### src/verilog/audio_pkg.sv
/*
 * Audio sample definitions
 * Sample format, channel count and the per-channel calibration
 * coefficients for the four inputs and four outputs
 */

package audio_pkg;

    localparam int SAMPLE_W = 16;

    typedef logic signed [SAMPLE_W-1:0] sample_t;

    localparam int N_CH = 4;

    // Gain is a fixed point fraction, 16384 is unity
    localparam int CAL_SHIFT = 14;

    // Input side, applied after the sign flip of the frontend
    localparam sample_t in_offset [N_CH] = '{16'sd0, 16'sd120, -16'sd80, 16'sd40};
    localparam sample_t in_gain [N_CH] = '{16'sd16384, 16'sd16800, 16'sd15900, 16'sd16384};

    // Output side, offset added after scaling
    localparam sample_t out_offset [N_CH] = '{16'sd25, -16'sd60, 16'sd90, 16'sd0};
    localparam sample_t out_gain [N_CH] = '{16'sd16384, 16'sd16100, 16'sd16650, 16'sd16384};

    // Saturation limits
    localparam sample_t SAMPLE_MAX = 16'sh7fff;
    localparam sample_t SAMPLE_MIN = -16'sh8000;

endpackage

### src/verilog/codec_pkg.sv
/*
 * TDM codec port geometry
 * Slot and frame sizes of the serial audio link and the
 * sync byte that opens every UART sample packet
 */

package codec_pkg;

    // Bit clock periods per TDM slot
    localparam int SLOT_BITS = 32;

    // Significant bits per slot, MSB first, rest is padding
    localparam int SAMPLE_BITS = 16;

    localparam int FRAME_SLOTS = 4;

    // First byte of each UART packet
    localparam logic [7:0] UART_SYNC = 8'hA5;

endpackage

### src/verilog/sample_bus_if.sv
/*
 * Sample bus
 * One strobe with four signed samples, valid while strobe is high
 * and held until the next strobe
 */

`timescale 1ns/1ps

interface sample_bus_if;

    logic strobe;
    audio_pkg::sample_t ch0;
    audio_pkg::sample_t ch1;
    audio_pkg::sample_t ch2;
    audio_pkg::sample_t ch3;

    modport source (
        output strobe, ch0, ch1, ch2, ch3
    );

    modport sink (
        input strobe, ch0, ch1, ch2, ch3
    );

endinterface

### src/verilog/tdm_codec_port.sv
/*
 * TDM codec port
 * Generates bick and lrck, collects four ADC slots from sdout and
 * shifts the latched DAC words out on sdin
 */

`timescale 1ns/1ps

module tdm_codec_port #(
    parameter int BICK_DIV = 2
) (
    input  logic         clk,
    input  logic         rst,
    output logic         bick,
    output logic         lrck,
    input  logic         sdout,
    output logic         sdin,
    sample_bus_if.source adc,
    sample_bus_if.sink   dac
);

    localparam int FRAME_BITS = codec_pkg::SLOT_BITS * codec_pkg::FRAME_SLOTS;
    localparam int CNT_W = $clog2(FRAME_BITS);
    localparam int POS_W = $clog2(codec_pkg::SLOT_BITS);
    localparam int SLOT_W = CNT_W - POS_W;
    localparam int DIV_W = $clog2(BICK_DIV + 1);
    localparam int SW = audio_pkg::SAMPLE_W;

    logic [DIV_W-1:0] div_cnt;
    logic tick;
    logic rise;
    logic fall;
    logic frame_end;
    logic [CNT_W-1:0] bit_cnt;
    logic [CNT_W-1:0] next_cnt;
    logic [POS_W-1:0] pos;
    logic [SLOT_W-1:0] slot;
    logic [SLOT_W-1:0] next_slot;
    logic framed;
    logic dac_seen;
    logic strobe;
    audio_pkg::sample_t rx_shift;
    audio_pkg::sample_t tx_shift;
    audio_pkg::sample_t rx_word [codec_pkg::FRAME_SLOTS];
    audio_pkg::sample_t adc_word [codec_pkg::FRAME_SLOTS];
    audio_pkg::sample_t tx_word [codec_pkg::FRAME_SLOTS];

    assign tick = (div_cnt == DIV_W'(BICK_DIV - 1));
    assign rise = tick && !bick;
    assign fall = tick && bick;

    // Frame length is a power of two, so the counter wraps by itself
    assign next_cnt = bit_cnt + 1'b1;
    assign pos = bit_cnt[POS_W-1:0];
    assign slot = bit_cnt[CNT_W-1:POS_W];
    assign next_slot = next_cnt[CNT_W-1:POS_W];

    // Last bit of slot 3 sampled, only once a whole frame has run
    assign frame_end = rise && (bit_cnt == '1) && framed;

    always_ff @(posedge clk) begin
        if (rst) begin
            div_cnt <= '0;
            bick <= 1'b0;
            lrck <= 1'b0;
            sdin <= 1'b0;
            bit_cnt <= '1;
            framed <= 1'b0;
            dac_seen <= 1'b0;
            strobe <= 1'b0;
            tx_shift <= '0;
            tx_word <= '{default: '0};
        end else begin
            strobe <= frame_end;
            div_cnt <= tick ? '0 : div_cnt + 1'b1;
            if (tick) begin
                bick <= ~bick;
            end
            if (dac.strobe) begin
                dac_seen <= 1'b1;
            end
            // Words for the next frame, zeros until the DAC path has run once
            if (frame_end && dac_seen) begin
                tx_word[0] <= dac.ch0;
                tx_word[1] <= dac.ch1;
                tx_word[2] <= dac.ch2;
                tx_word[3] <= dac.ch3;
            end
            if (fall) begin
                bit_cnt <= next_cnt;
                lrck <= (next_slot == '0);
                if (next_cnt == '0) begin
                    framed <= 1'b1;
                end
                // Load at slot start, padding falls out as shifted-in zeros
                if (next_cnt[POS_W-1:0] == '0) begin
                    sdin <= tx_word[next_slot][SW-1];
                    tx_shift <= tx_word[next_slot] << 1;
                end else begin
                    sdin <= tx_shift[SW-1];
                    tx_shift <= tx_shift << 1;
                end
            end
        end
    end

    // ADC capture on the rising bick edge
    always_ff @(posedge clk) begin
        if (rise && (pos < codec_pkg::SAMPLE_BITS)) begin
            rx_shift <= {rx_shift[SW-2:0], sdout};
            if (pos == POS_W'(codec_pkg::SAMPLE_BITS - 1)) begin
                rx_word[slot] <= {rx_shift[SW-2:0], sdout};
            end
        end
        if (frame_end) begin
            adc_word <= rx_word;
        end
    end

    assign adc.strobe = strobe;
    assign adc.ch0 = adc_word[0];
    assign adc.ch1 = adc_word[1];
    assign adc.ch2 = adc_word[2];
    assign adc.ch3 = adc_word[3];

endmodule

### src/verilog/channel_cal.sv
/*
 * Channel calibration
 * One shared multiplier corrects offset and gain of the four inputs
 * and the four outputs, two cycles per channel, with saturation
 */

`timescale 1ns/1ps

module channel_cal (
    input  logic         clk,
    input  logic         rst,
    sample_bus_if.sink   raw_in,
    sample_bus_if.source cal_in,
    sample_bus_if.sink   core_out,
    sample_bus_if.source dac_out
);

    localparam int SW = audio_pkg::SAMPLE_W;
    localparam int OP_W = SW + 2;
    localparam int PROD_W = OP_W + SW;
    localparam int SCALE_W = PROD_W - audio_pkg::CAL_SHIFT;
    localparam int SUM_W = SCALE_W + 1;
    localparam int CH_W = $clog2(audio_pkg::N_CH);
    localparam logic [CH_W-1:0] LAST_CH = CH_W'(audio_pkg::N_CH - 1);

    logic busy;
    logic out_job;
    logic sat_step;
    logic done_in;
    logic done_out;
    logic [CH_W-1:0] ch;
    audio_pkg::sample_t raw_x;
    audio_pkg::sample_t core_x;
    audio_pkg::sample_t mul_b;
    audio_pkg::sample_t post_off;
    audio_pkg::sample_t sat_val;
    logic signed [OP_W-1:0] x_ext;
    logic signed [OP_W-1:0] off_ext;
    logic signed [OP_W-1:0] mul_a;
    logic signed [PROD_W-1:0] prod;
    logic signed [SCALE_W-1:0] scaled;
    logic signed [SUM_W-1:0] sum;
    audio_pkg::sample_t stage [audio_pkg::N_CH-1];
    audio_pkg::sample_t in_res [audio_pkg::N_CH];
    audio_pkg::sample_t out_res [audio_pkg::N_CH];

    always_comb begin
        case (ch)
            2'd0: begin
                raw_x = raw_in.ch0;
                core_x = core_out.ch0;
            end
            2'd1: begin
                raw_x = raw_in.ch1;
                core_x = core_out.ch1;
            end
            2'd2: begin
                raw_x = raw_in.ch2;
                core_x = core_out.ch2;
            end
            default: begin
                raw_x = raw_in.ch3;
                core_x = core_out.ch3;
            end
        endcase
    end

    // Operand select for the shared multiplier
    always_comb begin
        if (out_job) begin
            x_ext = core_x;
            off_ext = '0;
            mul_b = audio_pkg::out_gain[ch];
            post_off = audio_pkg::out_offset[ch];
        end else begin
            x_ext = raw_x;
            off_ext = audio_pkg::in_offset[ch];
            mul_b = audio_pkg::in_gain[ch];
            post_off = 16'sd0;
        end
        // Frontend inverts the input, flip it back before the offset
        mul_a = out_job ? x_ext : -x_ext - off_ext;
    end

    assign scaled = prod[PROD_W-1:audio_pkg::CAL_SHIFT];
    assign sum = scaled + post_off;

    always_comb begin
        if (sum > audio_pkg::SAMPLE_MAX) begin
            sat_val = audio_pkg::SAMPLE_MAX;
        end else if (sum < audio_pkg::SAMPLE_MIN) begin
            sat_val = audio_pkg::SAMPLE_MIN;
        end else begin
            sat_val = sum[SW-1:0];
        end
    end

    // Sequencer, input job has priority
    always_ff @(posedge clk) begin
        if (rst) begin
            busy <= 1'b0;
            out_job <= 1'b0;
            sat_step <= 1'b0;
            ch <= '0;
            done_in <= 1'b0;
            done_out <= 1'b0;
        end else begin
            done_in <= 1'b0;
            done_out <= 1'b0;
            if (!busy) begin
                if (raw_in.strobe || core_out.strobe) begin
                    busy <= 1'b1;
                    out_job <= !raw_in.strobe;
                    sat_step <= 1'b0;
                    ch <= '0;
                end
            end else if (!sat_step) begin
                sat_step <= 1'b1;
            end else begin
                sat_step <= 1'b0;
                ch <= ch + 1'b1;
                if (ch == LAST_CH) begin
                    busy <= 1'b0;
                    done_in <= !out_job;
                    done_out <= out_job;
                end
            end
        end
    end

    // Results go out together so the bus holds steady between strobes
    always_ff @(posedge clk) begin
        if (busy && !sat_step) begin
            prod <= mul_a * mul_b;
        end
        if (busy && sat_step) begin
            if (ch != LAST_CH) begin
                stage[ch] <= sat_val;
            end else if (out_job) begin
                out_res[0:2] <= stage;
                out_res[3] <= sat_val;
            end else begin
                in_res[0:2] <= stage;
                in_res[3] <= sat_val;
            end
        end
    end

    assign cal_in.strobe = done_in;
    assign cal_in.ch0 = in_res[0];
    assign cal_in.ch1 = in_res[1];
    assign cal_in.ch2 = in_res[2];
    assign cal_in.ch3 = in_res[3];

    assign dac_out.strobe = done_out;
    assign dac_out.ch0 = out_res[0];
    assign dac_out.ch1 = out_res[1];
    assign dac_out.ch2 = out_res[2];
    assign dac_out.ch3 = out_res[3];

endmodule

### src/verilog/vca_core.sv
/*
 * VCA core
 * Channel 0 is scaled by the positive part of channel 1,
 * channels 1 to 3 pass through, one cycle of latency
 */

`timescale 1ns/1ps

module vca_core (
    input  logic         clk,
    input  logic         rst,
    sample_bus_if.sink   in,
    sample_bus_if.source out
);

    localparam int SW = audio_pkg::SAMPLE_W;
    localparam int PROD_W = 2 * SW;

    audio_pkg::sample_t ctrl;
    logic signed [PROD_W-1:0] prod;
    logic strobe;
    audio_pkg::sample_t ch0_q;
    audio_pkg::sample_t ch1_q;
    audio_pkg::sample_t ch2_q;
    audio_pkg::sample_t ch3_q;

    // Negative control closes the amplifier
    assign ctrl = in.ch1[SW-1] ? 16'sd0 : in.ch1;
    assign prod = in.ch0 * ctrl;

    always_ff @(posedge clk) begin
        if (rst) begin
            strobe <= 1'b0;
        end else begin
            strobe <= in.strobe;
        end
    end

    // Control is never negative, so the product fits in 31 bits
    always_ff @(posedge clk) begin
        if (in.strobe) begin
            ch0_q <= prod[PROD_W-2 -: SW];
            ch1_q <= in.ch1;
            ch2_q <= in.ch2;
            ch3_q <= in.ch3;
        end
    end

    assign out.strobe = strobe;
    assign out.ch0 = ch0_q;
    assign out.ch1 = ch1_q;
    assign out.ch2 = ch2_q;
    assign out.ch3 = ch3_q;

endmodule

### src/verilog/sample_uart.sv
/*
 * Sample UART
 * Sends each raw ADC frame as a sync byte and four 16-bit words,
 * high byte first, in 8N1 format
 */

`timescale 1ns/1ps

module sample_uart #(
    parameter int UART_DIV = 4
) (
    input  logic       clk,
    input  logic       rst,
    sample_bus_if.sink raw,
    output logic       tx
);

    localparam int SW = audio_pkg::SAMPLE_W;
    localparam int N_BYTES = 1 + 2 * audio_pkg::N_CH;
    localparam int BUF_W = SW * audio_pkg::N_CH;
    localparam int FRAME_W = 10;
    localparam int DIV_W = $clog2(UART_DIV + 1);
    localparam int BYTE_W = $clog2(N_BYTES);
    localparam int BIT_W = $clog2(FRAME_W);

    logic busy;
    logic start;
    logic bit_end;
    logic byte_end;
    logic [DIV_W-1:0] div_cnt;
    logic [BIT_W-1:0] bit_idx;
    logic [BYTE_W-1:0] byte_idx;
    logic [FRAME_W-1:0] shifter;
    logic [BUF_W-1:0] frame_buf;

    // Frames arriving mid-packet are dropped
    assign start = raw.strobe && !busy;
    assign bit_end = busy && (div_cnt == DIV_W'(UART_DIV - 1));
    assign byte_end = bit_end && (bit_idx == BIT_W'(FRAME_W - 1));

    // Idle shifter is all ones
    assign tx = shifter[0];

    always_ff @(posedge clk) begin
        if (rst) begin
            busy <= 1'b0;
            div_cnt <= '0;
            bit_idx <= '0;
            byte_idx <= '0;
            shifter <= '1;
        end else if (start) begin
            busy <= 1'b1;
            div_cnt <= '0;
            bit_idx <= '0;
            byte_idx <= '0;
            shifter <= {1'b1, codec_pkg::UART_SYNC, 1'b0};
        end else if (busy) begin
            div_cnt <= bit_end ? '0 : div_cnt + 1'b1;
            if (byte_end) begin
                bit_idx <= '0;
                if (byte_idx == BYTE_W'(N_BYTES - 1)) begin
                    busy <= 1'b0;
                end else begin
                    byte_idx <= byte_idx + 1'b1;
                    shifter <= {1'b1, frame_buf[BUF_W-1 -: 8], 1'b0};
                end
            end else if (bit_end) begin
                bit_idx <= bit_idx + 1'b1;
                shifter <= {1'b1, shifter[FRAME_W-1:1]};
            end
        end
    end

    // Packed words, next byte always at the top
    always_ff @(posedge clk) begin
        if (start) begin
            frame_buf <= {raw.ch0, raw.ch1, raw.ch2, raw.ch3};
        end else if (byte_end) begin
            frame_buf <= frame_buf << 8;
        end
    end

endmodule

### src/verilog/eurorack_top.sv
/*
 * Eurorack audio path
 * Codec port, input and output calibration around the VCA core,
 * and a UART stream of the raw ADC frames
 */

`timescale 1ns/1ps

module eurorack_top #(
    parameter int BICK_DIV = 2,
    parameter int UART_DIV = 4
) (
    input  logic clk,
    input  logic rst,
    input  logic sdout,
    output logic bick,
    output logic lrck,
    output logic sdin,
    output logic tx
);

    // Raw samples from the codec
    sample_bus_if adc_bus ();
    // Calibrated inputs into the core
    sample_bus_if cal_in_bus ();
    sample_bus_if core_bus ();
    // Calibrated outputs to the codec
    sample_bus_if dac_bus ();

    tdm_codec_port #(
        .BICK_DIV (BICK_DIV)
    ) codec_port_instance (
        .clk   (clk),
        .rst   (rst),
        .bick  (bick),
        .lrck  (lrck),
        .sdout (sdout),
        .sdin  (sdin),
        .adc   (adc_bus.source),
        .dac   (dac_bus.sink)
    );

    channel_cal cal_instance (
        .clk      (clk),
        .rst      (rst),
        .raw_in   (adc_bus.sink),
        .cal_in   (cal_in_bus.source),
        .core_out (core_bus.sink),
        .dac_out  (dac_bus.source)
    );

    vca_core vca_instance (
        .clk (clk),
        .rst (rst),
        .in  (cal_in_bus.sink),
        .out (core_bus.source)
    );

    // UART sees the samples before calibration
    sample_uart #(
        .UART_DIV (UART_DIV)
    ) uart_instance (
        .clk (clk),
        .rst (rst),
        .raw (adc_bus.sink),
        .tx  (tx)
    );

endmodule

### config.mk
export PLATFORM = sky130hd
export DESIGN_NAME = eurorack_top
export DESIGN_NICKNAME = d
export VERILOG_FILES = /design/src/verilog/audio_pkg.sv /design/src/verilog/codec_pkg.sv /design/src/verilog/sample_bus_if.sv /design/src/verilog/tdm_codec_port.sv /design/src/verilog/channel_cal.sv /design/src/verilog/vca_core.sv /design/src/verilog/sample_uart.sv /design/src/verilog/eurorack_top.sv
export SDC_FILE = /design/constraint.sdc
export NUM_CORES = 2
export LEC_CHECK = 0
export ABC_AREA = 1
export BUFFER_PORTS_ARGS = -buffer_cell sky130_fd_sc_hd__buf_2
export CORE_UTILIZATION = 42
export DETAILED_ROUTE_END_ITERATION = 16
export GPL_TIMING_DRIVEN = 0
export SLEW_MARGIN = 30
export SYNTH_ARGS = -nofsm -noshare
export SYNTH_HDL_FRONTEND = slang
export SYNTH_HIERARCHICAL = 1
export SYNTH_SLANG_ARGS = --single-unit
### constraint.sdc
create_clock -name clk -period 12.7 [get_ports clk]
set_input_delay 2.54 -clock clk [delete_from_list [all_inputs] [get_ports clk]]
set_output_delay 2.54 -clock clk [all_outputs]
set_load 0.01 [all_outputs]
==> results.ini <==
[clock_network]
postCtsSetupBuffers=0
worstSkewPairLatency_ns=0.61
cts_hold_buf=0
cts_buffer_depth=3
cts.repair.resized=0
htreeDepth=3
cts_tree=yes
cts.sinks=590
cts_buffers=66
clockRootBuffer=clkbuf_16
clk_pin_slew_ns=0.06

[logic_synthesis]
avgSynthCellArea_sq_um=9.52
synth_edf_count=467
postSynthCellCount=4502
ys_seq_area_frac=0.385
synthTopCellsByArea=edfxtp_1, fa_1, nand2_1
yosys_register_bits=590
yosys.area_share.simple=0.172
yosysUniqueCellTypes=57
yosysTopAreaCell=edfxtp_1
synthDominantCellAreaShare=0.327
async_reset_ff_frac=0
synth_ff_type=edfxtp_1
synth_compound_area_frac=0.0505
synth_mux_area_frac=0
synth_xor_area_frac=0.0116
synth_fa_ha_area_frac=0.292
synth_warnings=6
synth_fp_nets=5225
synth_top_family_by_area=adder cells
synth_most_common_cell=nand2_1
syn-cell-area_sq_um=42900
ys_top_cells_by_count=nand2_1, inv_1, edfxtp_1

[die]
die_h_microns=321
rows=116
die_w_microns=321
start_util=0.426
dieArea_sq_um=103000
core_sq_um=101000
ioPinCount=7

[critical_path]
cp_slowest_stage_delay_ns=0.71
cp_data_required_time_ns=13.06
worstSetupPathType=flip-flop to flip-flop
cp_top_family=adder cells
slowest_stage=clkbuf_1
worstPathMaxFanout=10
crit_buf_inv=10
cp_data_arrival_time_ns=11.63
critPathLaunchType=flip-flop
end_kind=flip-flop
crit_path_frequent_cell=nand2_1

[place]
place.gp.congestion=0.913
placed_cell_area_sq_um=45000
place_inst=5898
dp_hpwl_microns=90300
port_buffers=6

[finish]
drive_above_1_share=0.0676
post-route-util=0.469
design_area_sq_um=47100
final_cell_count_no_fill=6018
nets=5332
antenna_cells=0
syn2layout_area_growth_pct=10.0

[pwr]
switching_share=0.247
power_density_nw_per_um2=94.3
clkPwrFrac=0.430
p_int_w=0.00335
p_leak_nw=21.8
comb_power_share=0.102
p_seq_frac=0.468
max-vdd-ir-drop_mv=0.0900
switching_power_w=0.00110

[run_status]
outcome=finished clean

[drt]
drtAntennaViolNets=0
routed_wirelength_microns=112000
drtPass1Iterations=6
vias=30100
drc=0
post_drt_wl_per_cell_microns=18.7
viasPerCell=5.01
drt_iter0_drc=2363

[timing]
hold_violations=0
fin_worst_skew_ns=0.0257
hold_ws_ns=0.405
setup_viol=0
drv_slew=0
tns_ns=0
finalCritPeriodShare=0.887
rsz0062_at_grt=false
relSlewSlack=0.399
min_period_ns=11.26
worstMarginPinSlew_ns=0.898
fmax_mhz=88.8

[min_path]
hold_class=flip-flop to flip-flop

[global_route]
grt_pass1_vias=30800
grt_pass1_wl_microns=177000
grt_max_degree=50
grt_use_total=0.226
antenna_found_initial=2
grt-ovfl-total=0

[run]
cap_viol_max_count=0

through the flow:
| stage | setup slack [ns] | power (W) |
|---|---|---|
| 3_3_place_gp | 1.46 | 0.00256 |
| 4_1_cts | 1.40 | 0.00448 |
| 6_report | 1.44 | 0.00444 |
| 2_1_floorplan | 3.76 | 0.00244 |
| 3_5_place_dp | 1.44 | 0.00257 |
| 5_1_grt | 0.709 | 0.00461 |
cell families (layout without fill, tap and decap cells):
logic type / count (synthesis) / count (layout)
AOI/OAI and AO/OA: 400 / 400
adders and majority gates: 720 / 720
buffers and inverters: 975 / 1134
xor gates and xnor gates: 57 / 57
DFF: 590 / 590
and+or+nand+nor: 1760 / 1760
layout by cell type (no fill, tap or decap), drive strengths merged, types with 4 or more instances in the layout:
master and count:
nand2 1080, xor2 36, or2 8, a21oi 218, ha 255, o21a 7
clkbuf 127, inv 857, fa 465, o21bai 8, nor4 6, bufinv 6
edfxtp 467, nor2 373, nand4 29, clkinv 30, nor3 31, xnor2 21
o21ai 122, buf 111, dfxtp 123, a31oi 7, nand3 221, o22ai 4
a21o 15, nand3b 5
per-layer routing:
metal  part of all wire  GRT usage  vias to the layer above
li1                   -          -                    14400
met2               0.47      0.371                      830
met3              0.056     0.0313                      156
met5                  0          0                        -
met4              0.030     0.0671                        0
met1               0.44      0.309                    14800
state kept, by name, summed over array words and instances (netlist names), 20 cells and up:
register,count
cal_instance/prod,20
cal_instance/stage,48
codec_port_instance/rx_word,64
codec_port_instance/tx_word,64
uart_instance/frame_buf,64
power groups by stage:
stage               combinational [W]  sequential, W  clock [W]
floorplan                    0.000325        0.00212          0
global placement             0.000443        0.00212          0
finish                       0.000454        0.00208    0.00191
CTS                          0.000451        0.00208    0.00195
global route                 0.000513        0.00208    0.00202
detailed placement           0.000448        0.00212          0
layout make-up:
cell class	count	area, sq um
Fill cell	9606	53400
Multi-Input combinational cell	2937	22600
Sequential cell	590	16500
Inverter	859	3230
Clock buffer	83	1780
Tap cell	1357	1700
Buffer	116	631
Clock inverter	37	390
Timing Repair Buffer	39	345
path summary, 6_finish.rpt:
check	cells after the start	slack (ns)	start	end
hold reg to reg	0	0.40	codec_port_instance/rx_word[24]	codec_port_instance/adc.ch2[8]
setup reg to reg	41	1.44	cal_instance/ch[0]	cal_instance/prod[33]
setup / recovery	41	1.44	cal_instance/ch[0]	cal_instance/prod[33]
hold / removal	0	0.40	codec_port_instance/rx_word[24]	codec_port_instance/adc.ch2[8]
No activity file was read; power rests on OpenSTA's default activity.
